$ cat config.mk
export PLATFORM = sky130hd
export DESIGN_NAME = fetch_top
export DESIGN_NICKNAME = d
export VERILOG_FILES = /design/src/hw/pc_pkg.sv /design/src/hw/program_counter.sv /design/src/hw/flow_decoder.sv /design/src/hw/fetch_sequencer.sv /design/src/hw/fetch_config.sv /design/src/hw/fetch_top.sv
export VERILOG_INCLUDE_DIRS = /design/src /design/src/hw
export SDC_FILE = /design/constraint.sdc
export NUM_CORES = 1
export LEC_CHECK = 0
export BUFFER_PORTS_ARGS = -buffer_cell sky130_fd_sc_hd__buf_2
export CORE_ASPECT_RATIO = 1.25
export CORE_UTILIZATION = 40
export CTS_BUF_LIST = sky130_fd_sc_hd__clkbuf_2 sky130_fd_sc_hd__clkbuf_4 sky130_fd_sc_hd__clkbuf_8
export CTS_CLUSTER_SIZE = 16
export DETAILED_ROUTE_END_ITERATION = 16
export PLACE_DENSITY_LB_ADDON = 0.3
export SKIP_LAST_GASP = 1
export SLEW_MARGIN = 20
export SYNTH_ARGS = -nofsm -noshare
export SYNTH_HDL_FRONTEND = slang
export SYNTH_SLANG_ARGS = --single-unit
$ cat constraint.sdc
create_clock -name clk -period 3.05 [get_ports clk]
set_clock_uncertainty 0.1 [all_clocks]
set_input_delay 0.4575 -clock clk [delete_from_list [all_inputs] [get_ports clk]]
set_output_delay 0.4575 -clock clk [all_outputs]
set_load 0.01 [all_outputs]
$ cat src/hw/pc_params.svh
/*
 * Shared constants for the fetch and control-flow block:
 * widths, PC step, PC operation codes, config register map.
 */
`ifndef PC_PARAMS_SVH
`define PC_PARAMS_SVH

`define PC_WIDTH          32
`define INSTR_WIDTH       32
`define PC_OP_WIDTH       2
`define CFG_ADDR_WIDTH    2
`define CFG_DATA_WIDTH    32
`define FAULT_COUNT_WIDTH 16

`define PC_STEP 4 // Sequential increment in bytes

// PC operations
`define PC_OP_NEXT 2'd0 // pc + 4
`define PC_OP_LOAD 2'd1 // in[31:2]
`define PC_OP_REL  2'd2 // pc + offset
`define PC_OP_COND 2'd3 // in[0] ? pc + offset : pc + 4

// Config register addresses
`define CFG_REG_CTRL   2'd0
`define CFG_REG_TRAP   2'd1
`define CFG_REG_FAULTS 2'd2
`define CFG_REG_STATUS 2'd3

`endif

$ cat src/hw/pc_pkg.sv
/*
 * Fetch package
 * Vector types shared by the fetch RTL and its testbench
 */
`include "pc_params.svh"

package pc_pkg;

    // PC or byte address
    typedef logic [`PC_WIDTH-1:0] addr_t;

    // Raw instruction word with kind in 31:30 and operand in 29:0
    typedef logic [`INSTR_WIDTH-1:0] instr_t;

    // PC update operation
    typedef logic [`PC_OP_WIDTH-1:0] pc_op_t;

    // Host port address and data
    typedef logic [`CFG_ADDR_WIDTH-1:0] cfg_addr_t;
    typedef logic [`CFG_DATA_WIDTH-1:0] cfg_data_t;

    // Saturating fault counter
    typedef logic [`FAULT_COUNT_WIDTH-1:0] fault_count_t;

endpackage

$ cat src/hw/program_counter.sv
/*
 * Program counter
 * Holds the PC and applies next, load, relative or conditional
 * relative updates when step is high. A misaligned target raises fault.
 */
`timescale 1ns/10ps
`include "pc_params.svh"

module program_counter (
    input  logic          clk,
    input  logic          reset,
    input  logic          step,    // One-cycle update enable
    input  pc_pkg::pc_op_t op,
    input  pc_pkg::addr_t  offset, // Byte offset for REL and COND
    input  pc_pkg::addr_t  in,     // Load target, or condition in bit 0
    output pc_pkg::addr_t  pc,
    output pc_pkg::addr_t  next_pc,
    output logic          fault
);

    pc_pkg::addr_t pc_offset_sum;
    pc_pkg::addr_t in_target;
    logic          offset_bad;
    logic          in_bad;
    logic          cond_taken;

    assign next_pc       = pc + `PC_STEP;
    assign pc_offset_sum = pc + {offset[`PC_WIDTH-1:2], 2'b00}; // Low bits dropped
    assign in_target     = {in[`PC_WIDTH-1:2], 2'b00};
    assign offset_bad    = offset[1] | offset[0];
    assign in_bad        = in[1];
    assign cond_taken    = in[0];

    always_ff @(posedge clk) begin
        if (reset) begin
            pc    <= '0;
            fault <= 1'b0;
        end else if (step) begin
            case (op)
                `PC_OP_NEXT: begin
                    pc    <= next_pc;
                    fault <= 1'b0;
                end
                `PC_OP_LOAD: begin
                    pc    <= in_target;
                    fault <= in_bad;
                end
                `PC_OP_REL: begin
                    pc    <= pc_offset_sum; // Updates even when offset is bad
                    fault <= offset_bad;
                end
                default: begin
                    if (cond_taken) begin
                        pc    <= pc_offset_sum;
                        fault <= offset_bad;
                    end else begin
                        pc    <= next_pc;
                        fault <= 1'b0;
                    end
                end
            endcase
        end
    end

endmodule

$ cat src/hw/flow_decoder.sv
/*
 * Flow decoder
 * Maps an instruction word and its sampled condition to a PC
 * operation, offset and input word. trap_sel overrides with a
 * load of the trap vector.
 */
`timescale 1ns/10ps
`include "pc_params.svh"

module flow_decoder (
    input  pc_pkg::instr_t instr,
    input  logic           cond,        // Condition sampled at fetch ack
    input  logic           trap_sel,    // Redirect to trap vector
    input  pc_pkg::addr_t  trap_vector,
    output pc_pkg::pc_op_t op,
    output pc_pkg::addr_t  offset,
    output pc_pkg::addr_t  in
);

    logic [1:0]    kind;
    logic [29:0]   operand;
    pc_pkg::addr_t operand_sext;
    pc_pkg::addr_t operand_zext;

    assign kind         = instr[31:30];
    assign operand      = instr[29:0];
    assign operand_sext = {{2{operand[29]}}, operand}; // Signed byte offset
    assign operand_zext = {2'b00, operand};

    always_comb begin
        op     = `PC_OP_NEXT;
        offset = operand_sext;
        in     = '0;
        if (trap_sel) begin
            op = `PC_OP_LOAD;
            in = trap_vector;
        end else begin
            case (kind)
                2'd0: begin
                    op = `PC_OP_NEXT; // Sequential
                end
                2'd1: begin
                    op = `PC_OP_LOAD; // Jump to an absolute target
                    in = operand_zext;
                end
                2'd2: begin
                    op = `PC_OP_REL;
                end
                default: begin
                    op = `PC_OP_COND;
                    in = {{(`PC_WIDTH-1){1'b0}}, cond}; // Taken flag in bit 0
                end
            endcase
        end
    end

endmodule

$ cat src/hw/fetch_sequencer.sv
/*
 * Fetch sequencer
 * Fetches one instruction at a time over the req/ack memory port,
 * steps the PC, then checks for a fault and either traps, halts
 * or moves on to the next fetch.
 */
`timescale 1ns/10ps

module fetch_sequencer (
    input  logic           clk,
    input  logic           reset,
    input  logic           run,
    input  logic           trap_enable,
    output logic           imem_req,
    output pc_pkg::addr_t  imem_addr,
    input  logic           imem_ack,
    input  pc_pkg::instr_t imem_rdata,
    input  logic           cond,
    input  pc_pkg::addr_t  pc,
    input  logic           fault,
    output logic           step,
    output logic           trap_sel,
    output pc_pkg::instr_t instr,       // Captured at ack
    output logic           cond_q,      // Captured at ack
    output logic           fault_event,
    output logic           fault_halt,
    output logic           halted,
    output logic           retire,
    output pc_pkg::addr_t  retire_pc
);

    typedef enum logic [2:0] {
        IDLE,
        REQ,
        DROP,
        STEP,
        CHECK,
        TRAP
    } seq_state_t;

    seq_state_t state;
    seq_state_t state_next;
    logic       take_trap;

    assign take_trap = fault & trap_enable;

    always_comb begin
        state_next = state;
        case (state)
            IDLE:  if (run && !imem_ack) state_next = REQ; // Wait out any old ack
            REQ:   if (imem_ack) state_next = DROP;
            DROP:  if (!imem_ack) state_next = STEP;
            STEP:  state_next = CHECK;
            CHECK: begin
                if (take_trap) begin
                    state_next = TRAP;
                end else if (fault || !run) begin
                    state_next = IDLE;
                end else begin
                    state_next = REQ;
                end
            end
            TRAP:  state_next = run ? REQ : IDLE;
            default: state_next = IDLE;
        endcase
    end

    always_ff @(posedge clk) begin
        if (reset) begin
            state <= IDLE;
        end else begin
            state <= state_next;
        end
    end

    // Instruction, condition and its PC
    always_ff @(posedge clk) begin
        if (state == REQ && imem_ack) begin
            instr  <= imem_rdata;
            cond_q <= cond;
        end
        if (state == STEP) begin
            retire_pc <= pc; // PC before the update
        end
    end

    assign imem_req    = (state == REQ);
    assign imem_addr   = pc; // Stable until the step edge
    assign step        = (state == STEP) || (state == TRAP);
    assign trap_sel    = (state == TRAP);
    assign fault_event = (state == CHECK) && fault;
    assign fault_halt  = (state == CHECK) && fault && !trap_enable;
    assign retire      = ((state == CHECK) && !take_trap) || (state == TRAP);
    assign halted      = (state == IDLE);

endmodule

$ cat src/hw/fetch_config.sv
/*
 * Fetch configuration block
 * Host registers for run, trap enable, trap vector, fault count
 * and a read-only status word, over a four-phase req/ack port.
 */
`timescale 1ns/10ps
`include "pc_params.svh"

module fetch_config (
    input  logic              clk,
    input  logic              reset,
    input  logic              cfg_req,
    input  logic              cfg_we,
    input  pc_pkg::cfg_addr_t cfg_addr,
    input  pc_pkg::cfg_data_t cfg_wdata,
    output logic              cfg_ack,
    output pc_pkg::cfg_data_t cfg_rdata,
    input  logic              fault_event, // One pulse per fault
    input  logic              fault_halt,  // Sequencer halted on a fault
    input  logic              halted,
    input  pc_pkg::addr_t     pc,
    output logic              run,
    output logic              trap_enable,
    output pc_pkg::addr_t     trap_vector
);

    pc_pkg::fault_count_t fault_count;
    pc_pkg::cfg_data_t    read_word;
    logic                 access;
    logic                 wr;
    logic                 count_full;

    assign access     = cfg_req & ~cfg_ack; // First cycle of a request
    assign wr         = access & cfg_we;
    assign count_full = &fault_count;

    always_comb begin
        case (cfg_addr)
            `CFG_REG_CTRL:   read_word = {30'd0, trap_enable, run};
            `CFG_REG_TRAP:   read_word = trap_vector;
            `CFG_REG_FAULTS: read_word = pc_pkg::cfg_data_t'(fault_count);
            default:         read_word = {pc[`PC_WIDTH-1:2], 1'b0, halted};
        endcase
    end

    always_ff @(posedge clk) begin
        if (reset) begin
            cfg_ack     <= 1'b0;
            run         <= 1'b0;
            trap_enable <= 1'b0;
            trap_vector <= '0;
            fault_count <= '0;
        end else begin
            cfg_ack <= cfg_req; // Follows req by one cycle on both edges

            if (wr && cfg_addr == `CFG_REG_CTRL) begin
                run         <= cfg_wdata[0];
                trap_enable <= cfg_wdata[1];
            end
            if (fault_halt) begin
                run <= 1'b0; // Halt wins over a host write
            end

            if (wr && cfg_addr == `CFG_REG_TRAP) begin
                trap_vector <= {cfg_wdata[`PC_WIDTH-1:2], 2'b00};
            end

            if (wr && cfg_addr == `CFG_REG_FAULTS) begin
                fault_count <= '0; // Any write clears
            end else if (fault_event && !count_full) begin
                fault_count <= fault_count + 1'b1;
            end
        end
    end

    // Read data held for the whole ack phase
    always_ff @(posedge clk) begin
        if (access) begin
            cfg_rdata <= read_word;
        end
    end

endmodule

$ cat src/hw/fetch_top.sv
/*
 * Fetch top level
 * Sequencer, decoder, program counter and config block wired to
 * the instruction memory port and the host port.
 */
`timescale 1ns/10ps

module fetch_top (
    input  logic              clk,
    input  logic              reset,
    output logic              imem_req,
    output pc_pkg::addr_t     imem_addr,
    input  logic              imem_ack,
    input  pc_pkg::instr_t    imem_rdata,
    input  logic              cond,
    input  logic              cfg_req,
    input  logic              cfg_we,
    input  pc_pkg::cfg_addr_t cfg_addr,
    input  pc_pkg::cfg_data_t cfg_wdata,
    output logic              cfg_ack,
    output pc_pkg::cfg_data_t cfg_rdata,
    output logic              halted,
    output logic              retire,
    output pc_pkg::addr_t     retire_pc
);

    logic           run;
    logic           trap_enable;
    pc_pkg::addr_t  trap_vector;
    logic           step;
    logic           trap_sel;
    pc_pkg::instr_t instr;
    logic           cond_q;
    pc_pkg::pc_op_t op;
    pc_pkg::addr_t  offset;
    pc_pkg::addr_t  in_word;
    pc_pkg::addr_t  pc;
    logic           fault;
    logic           fault_event;
    logic           fault_halt;

    program_counter u_pc (
        .clk(clk), .reset(reset), .step(step), .op(op), .offset(offset),
        .in(in_word), .pc(pc), .next_pc(), .fault(fault)
    );

    flow_decoder u_dec (
        .instr(instr), .cond(cond_q), .trap_sel(trap_sel), .trap_vector(trap_vector),
        .op(op), .offset(offset), .in(in_word)
    );

    fetch_sequencer u_seq (
        .clk(clk), .reset(reset), .run(run), .trap_enable(trap_enable),
        .imem_req(imem_req), .imem_addr(imem_addr), .imem_ack(imem_ack),
        .imem_rdata(imem_rdata), .cond(cond), .pc(pc), .fault(fault),
        .step(step), .trap_sel(trap_sel), .instr(instr), .cond_q(cond_q),
        .fault_event(fault_event), .fault_halt(fault_halt), .halted(halted),
        .retire(retire), .retire_pc(retire_pc)
    );

    fetch_config u_cfg (
        .clk(clk), .reset(reset), .cfg_req(cfg_req), .cfg_we(cfg_we),
        .cfg_addr(cfg_addr), .cfg_wdata(cfg_wdata), .cfg_ack(cfg_ack),
        .cfg_rdata(cfg_rdata), .fault_event(fault_event), .fault_halt(fault_halt),
        .halted(halted), .pc(pc), .run(run), .trap_enable(trap_enable),
        .trap_vector(trap_vector)
    );

endmodule

# Word level (Yosys, flattened, before mapping)

Cells that the tools add are included.

Input port bits: 72
Word-level logic and storage cells: 76
Output and inout port bits: 100
Register bits after elaboration: 182

Multiplexer cells: 16
Add/subtract/negate cells: 3
Reduce and logical (&&, ||, !) cells: 26
Bitwise gates (word level): 5
Eq/ne operators: 14

Operator list:

| kind                                                             | number |
|---|---|
| 32-bit one-hot mux with 3 select lines                           | 2 |
| 32-bit 2-to-1 mux                                                | 2 |
| 30-bit one-hot mux with 2 select lines                           | 1 |
| 32-bit by 3-bit adder with 32-bit output (second input constant) | 1 |
| 32-bit adder                                                     | 1 |
| 3-bit one-hot mux with 6 select lines                            | 1 |
| 16-bit by 1-bit adder with 16-bit output (second input constant) | 1 |
| 16-bit AND reduction                                             | 1 |
| 3-bit 2-to-1 mux                                                 | 4 |
| 1-bit logical AND                                                | 9 |
| 2-bit by 1-bit == test with 1-bit output (second input constant) | 3 |
| 2-bit == test (second input constant)                            | 3 |
| 3-bit by 2-bit == test with 1-bit output (second input constant) | 2 |
| 3-bit == test (second input constant)                            | 2 |
| 2-bit zero test                                                  | 3 |
| 2-bit one-hot mux with 3 select lines                            | 1 |
| 2-bit OR reduction                                               | 3 |
| 1-bit zero test                                                  | 5 |
| 2-bit != test (second input constant)                            | 2 |
| 1-bit AND                                                        | 3 |
| 3-bit by 1-bit == test with 1-bit output (second input constant) | 1 |
| 3-bit zero test                                                  | 1 |
| 1-bit logical OR                                                 | 3 |
| 1-bit 2-to-1 mux                                                 | 3 |
| 6 further kinds                                                  | 6 |

# Depth between registers and ports, before layout

Word-level depth: 6
Mapped depth: 12
Depth with buffers taken out: 11

# Cells and area by module

A second synthesis with hierarchy kept.

Cells, all modules: 1,156
Area total of the unflattened synthesis: 10,706.5 um2

Modules (own cells, without submodules):

| module          | area each (um2) | times used | cells an instance |
|---|---|---|---|
| program_counter | 3,846.2         | 1          | 539 |
| fetch_config    | 3,575.9         | 1          | 348 |
| fetch_sequencer | 2,427.3         | 1          | 131 |
| flow_decoder    | 857.1           | 1          | 138 |

# Least setup slack after synthesis

Ideal clock, no wire load.

Path kind: input-to-reg
Start point: in cfg_req
End point: reg u_cfg.trap_vector[2]
Library setup time: 71 ps
Setup slack: -48 ps
Arrival: 2,928 ps
Stages on the path: 7
Required time: 2,879 ps
Cells stage by stage: nor2b_1 -> nand2_1 -> nor2_1 -> and2_1 -> clkbuf_1 -> nand2_1 -> a21oi_1

Word-level cells in the longest chain between the ends: 3

RTL lines:

| element                     | line               | text |
|---|---|---|
| from (decl)                 | fetch_top.sv:16    | `input logic cfg_req,` |
| 1-bit AND                   | fetch_config.sv:33 | `assign access = cfg_req & ~cfg_ack;` |
| 1-bit AND                   | fetch_config.sv:34 | `assign wr = access & cfg_we;` |
| 1-bit logical AND (no line) | n/a                |  |
| to (signal assigned)        | fetch_config.sv:65 | `` trap_vector <= {cfg_wdata[`PC_WIDTH-1:2], 2'b00}; `` |
| to (decl)                   | fetch_config.sv:24 | `output pc_pkg::addr_t trap_vector` |

Every way passes these cells.
A chain may end at the register's enable or synchronous reset.

# Worst setup path in the final report

Start point: reg u_seq.instr[5]
End point: reg u_pc.pc[29]

Word-level cells in the longest chain between the ends: 3

RTL lines:

| element                                  | line                  | text |
|---|---|---|
| from (decl)                              | fetch_sequencer.sv:23 | `output pc_pkg::instr_t instr,` |
| from (signal assigned)                   | fetch_sequencer.sv:79 | `instr <= imem_rdata;` |
| 32-bit adder *                           | program_counter.sv:28 | `` assign pc_offset_sum = pc + {offset[`PC_WIDTH-1:2], 2'b00}; `` |
| 32-bit 2-to-1 mux                        | program_counter.sv:53 | `if (cond_taken) begin` |
| 32-bit one-hot mux with 3 select lines * | program_counter.sv:39 | `case (op)` |
| to (signal assigned)                     | program_counter.sv:41 | `pc <= next_pc;` |
| to (signal assigned)                     | program_counter.sv:54 | `pc <= pc_offset_sum;` |
| to (signal assigned)                     | program_counter.sv:57 | `pc <= next_pc;` |
| to (decl)                                | program_counter.sv:16 | `output pc_pkg::addr_t pc,` |

Mark *: on every way between the ends. The rest lies on a longest branch, timed or not.

==> summary.txt <==
Setup path
  – Worst path slowest cell: a21boi_1
  – Crit-path leading delay family: compound AO/OA/AOI/OAI gates
  – Critical Path Max Stage Delay: 450 ps
  – Setup CP Type: reg2reg
  – Worst Path Buf+Inv: 0
  – Worst Path Arrival: 3240 ps
  – Required @ worst endpoint: roughly 3400 ps
  – CP max FO: 5
  – Crit path capture type: register
  – Crit path cell chain: ha_1 > a21o_1 > a21oi_1 > a21boi_1 > a21oi_4 > o41ai_4 > o41ai_2 > a2111o_1 > nand3_1
  – Nature of the critical path startpoint: register

Power and ir drop
  – Leak: about 4.6 nW
  – VDD IR max: roughly 0.27 mV
  – PwrDens: roughly 390 nW/µm²
  – Design Power: around 0.0044 W

Routing
  – Pre-antenna DRT Iters: 7
  – Drt drc: 0
  – Avg WL per Cell: approximately 19 µm
  – Detailed Route Iter0 Violations: 564
  – Vias: roughly 8400
  – Drt total wl: 28500 µm
  – Post-DRT Antenna Nets: 0
  – Vias per cell: approximately 5.6

Finish
  – Most frequent cells in the layout: buf_2, nand2_1, edfxtp_1
  – Fillers: 2228
  – Post-layout util: about half
  – Area grow syn2layout: 18.3%
  – FF+latch area: around 4500 µm²
  – Non-Filler Instances: roughly 1500
  – Most common cell after layout, fill and taps aside: buf_2
  – Ant diodes: 0
  – Final Net Count: ~1300
  – Multi-input logic area: 4800 µm²
  – Layout cell share with drive strength beyond 1: a little under a quarter

Synth
  – Async SR Flop Fraction: 0%
  – Cells after Synth: just over 1000
  – Synthesized area: around 9600 µm²
  – Synthesized flop and latch total: roughly 180
  – Synth Flop Type: edfxtp_1
  – Top post-synthesis cells by area: edfxtp_1, dfxtp_1, nand2_1
  – Sequential cell area fraction in the yosys report: a little under half
  – Yosys top cell area share: between 20% and 30%
  – Mean post-synth cell area: around 9.4 µm²
  – Largest area contributor in the netlist: edfxtp_1
  – Netlist cell types: around 70
  – Ys Warns: 0
  – EDFF count, synth: 95

Clock tree
  – Max clock buf depth: 2
  – CTS Buf Count: 17
  – Clock sinks: 178
  – CTS tree: built
  – Post-CTS sizing: 0
  – Post-CTS Hold Fix Bufs: 0
  – # H-tree levels: 4
  – Root Driver: clkbuf_8
  – Worst-path clk slew: around 110 ps
  – Clock network latency to the later pin of the worst-skew pair: approximately 500 ps
  – Post-CTS Setup Inserts: 0

STA
  – Worst-Margin Slew: around 700 ps
  – Hold WS: roughly 40 ps
  – Final worst path period share: approximately 95%
  – Slew HR: 53.0%
  – Final count of pins violating max slew: 0
  – Fin crit period: slightly below 3000 ps
  – Setup tns final: 0 ps
  – Unrepaired setup endpoints after global routing: yes
  – Fmax: 345 MHz
  – Setup violations, final: 0
  – Final hold viol count: 0

Flow run
  – Max Cap Viol: 0

Floorplanning
  – Die Y: approximately 180 µm
  – Die footprint: around 25000 µm²
  – Site row count: slightly above 60
  – Die W: 140 µm
  – Core Area: ~23000 µm²
  – Initial Utilization: between 40% and 50%
  – Ports: between 150 and 200

Global routing
  – Total grt overflow: 0
  – Largest net degree at the start of global routing: 34
  – Initial antenna violation count: 0
  – Overall global routing resource usage: a little under a quarter
  – Vias in the first global route: 8166
  – First-pass GRT wire length: 44200 µm

Hold path
  – Hold/Removal Path Class: in2reg

Placed design
  – GPL Wtd Cong: ~0.97
  – Post-DP HPWL: roughly 21000 µm
  – # port buffers: approximately 170
  – DP Cell Count: around 1500

Run status
  – Status: finished clean
## cell type report
type	instances	share of cell area (%)
timing repair buffer	217	10.8
clock buffer	17	2.06
multi-input combinational	764	42.3
tap	288	3.18
clock inverter	15	1.26
sequential	178	39.8
inverter	17	0.563
## state kept, by name (all words and copies together) (netlist names)
name and count:
u_seq.state 3, u_cfg.fault_count 16, u_pc.pc 30, u_cfg.trap_vector 30, u_pc.fault 1, u_seq.cond_q 1, u_cfg.run 1, u_cfg.trap_enable 1
u_seq.instr 32, u_seq.retire_pc 30, u_cfg.cfg_ack 1, u_cfg.cfg_rdata 32
## layer usage
metal | track usage [%] | vias to the layer above | wire (µm)
met4 | 10.4 | 0 | 857
met3 | 4.41 | 57 | 1450
met1 | 28.8 | 3997 | 12300
li1 | - | 4032 | -
met2 | 40.0 | 269 | 13900
met5 | 0 | - | 0
## kinds of logic after synthesis
group / after synthesis / synth area share, %
and+or+nand+nor: 383 / 19.0
AOI/OAI and AO/OA: 250 / 16.8
DFF: 178 / 47.1
buffers and inverters: 78 / 3.26
xor gates and xnor gates: 54 / 5.01
muxes: 41 / 4.47
adders and majority gates: 32 / 4.26
other: 1 / 0.0391
## cell usage after synthesis, drive strengths merged (8+ instances only)
cell type and number:
nand2 135, edfxtp 95, nor2 85, a21oi 84, dfxtp 83, o21ai 55, clkbuf 53, nor3 38
xnor2 32, ha 31, mux2i 27, nand3 27, nor2b 26, xor2 22, o211ai 18, inv 17
a21o 14, a22o 14, mux2 14, and3 12, nand4 12, a221oi 11, buf 8, nand2b 8
o21a 8
## power breakdown
part	internal, W	switching (W)
combinational	0.0000797	0.000126
sequential	0.00254	0.0000130
clock	0.000606	0.00102
total	0.00322	0.00116
## stage by stage
step / worst slack (ps) / area [µm²]
floorplan: 326 / 9600
global placement: 249 / 10900
detailed placement: 150 / 10900
CTS: 112 / 11300
global route: -10.7 / 11300
finish: 149 / 11300
## worst paths after layout
kind | slack [ps] | endpoint | cells past startpoint | startpoint
max reg2reg | 150 | u_pc.pc[29] | 9 | u_seq.instr[5]
min | 40 | u_seq.instr[0] | 1 | imem_rdata[0]
max | 150 | u_pc.pc[29] | 9 | u_seq.instr[5]
min reg2reg | 370 | u_cfg.trap_vector[3] | 2 | u_cfg.trap_vector[3]
(Power assumes the default switching activity.)
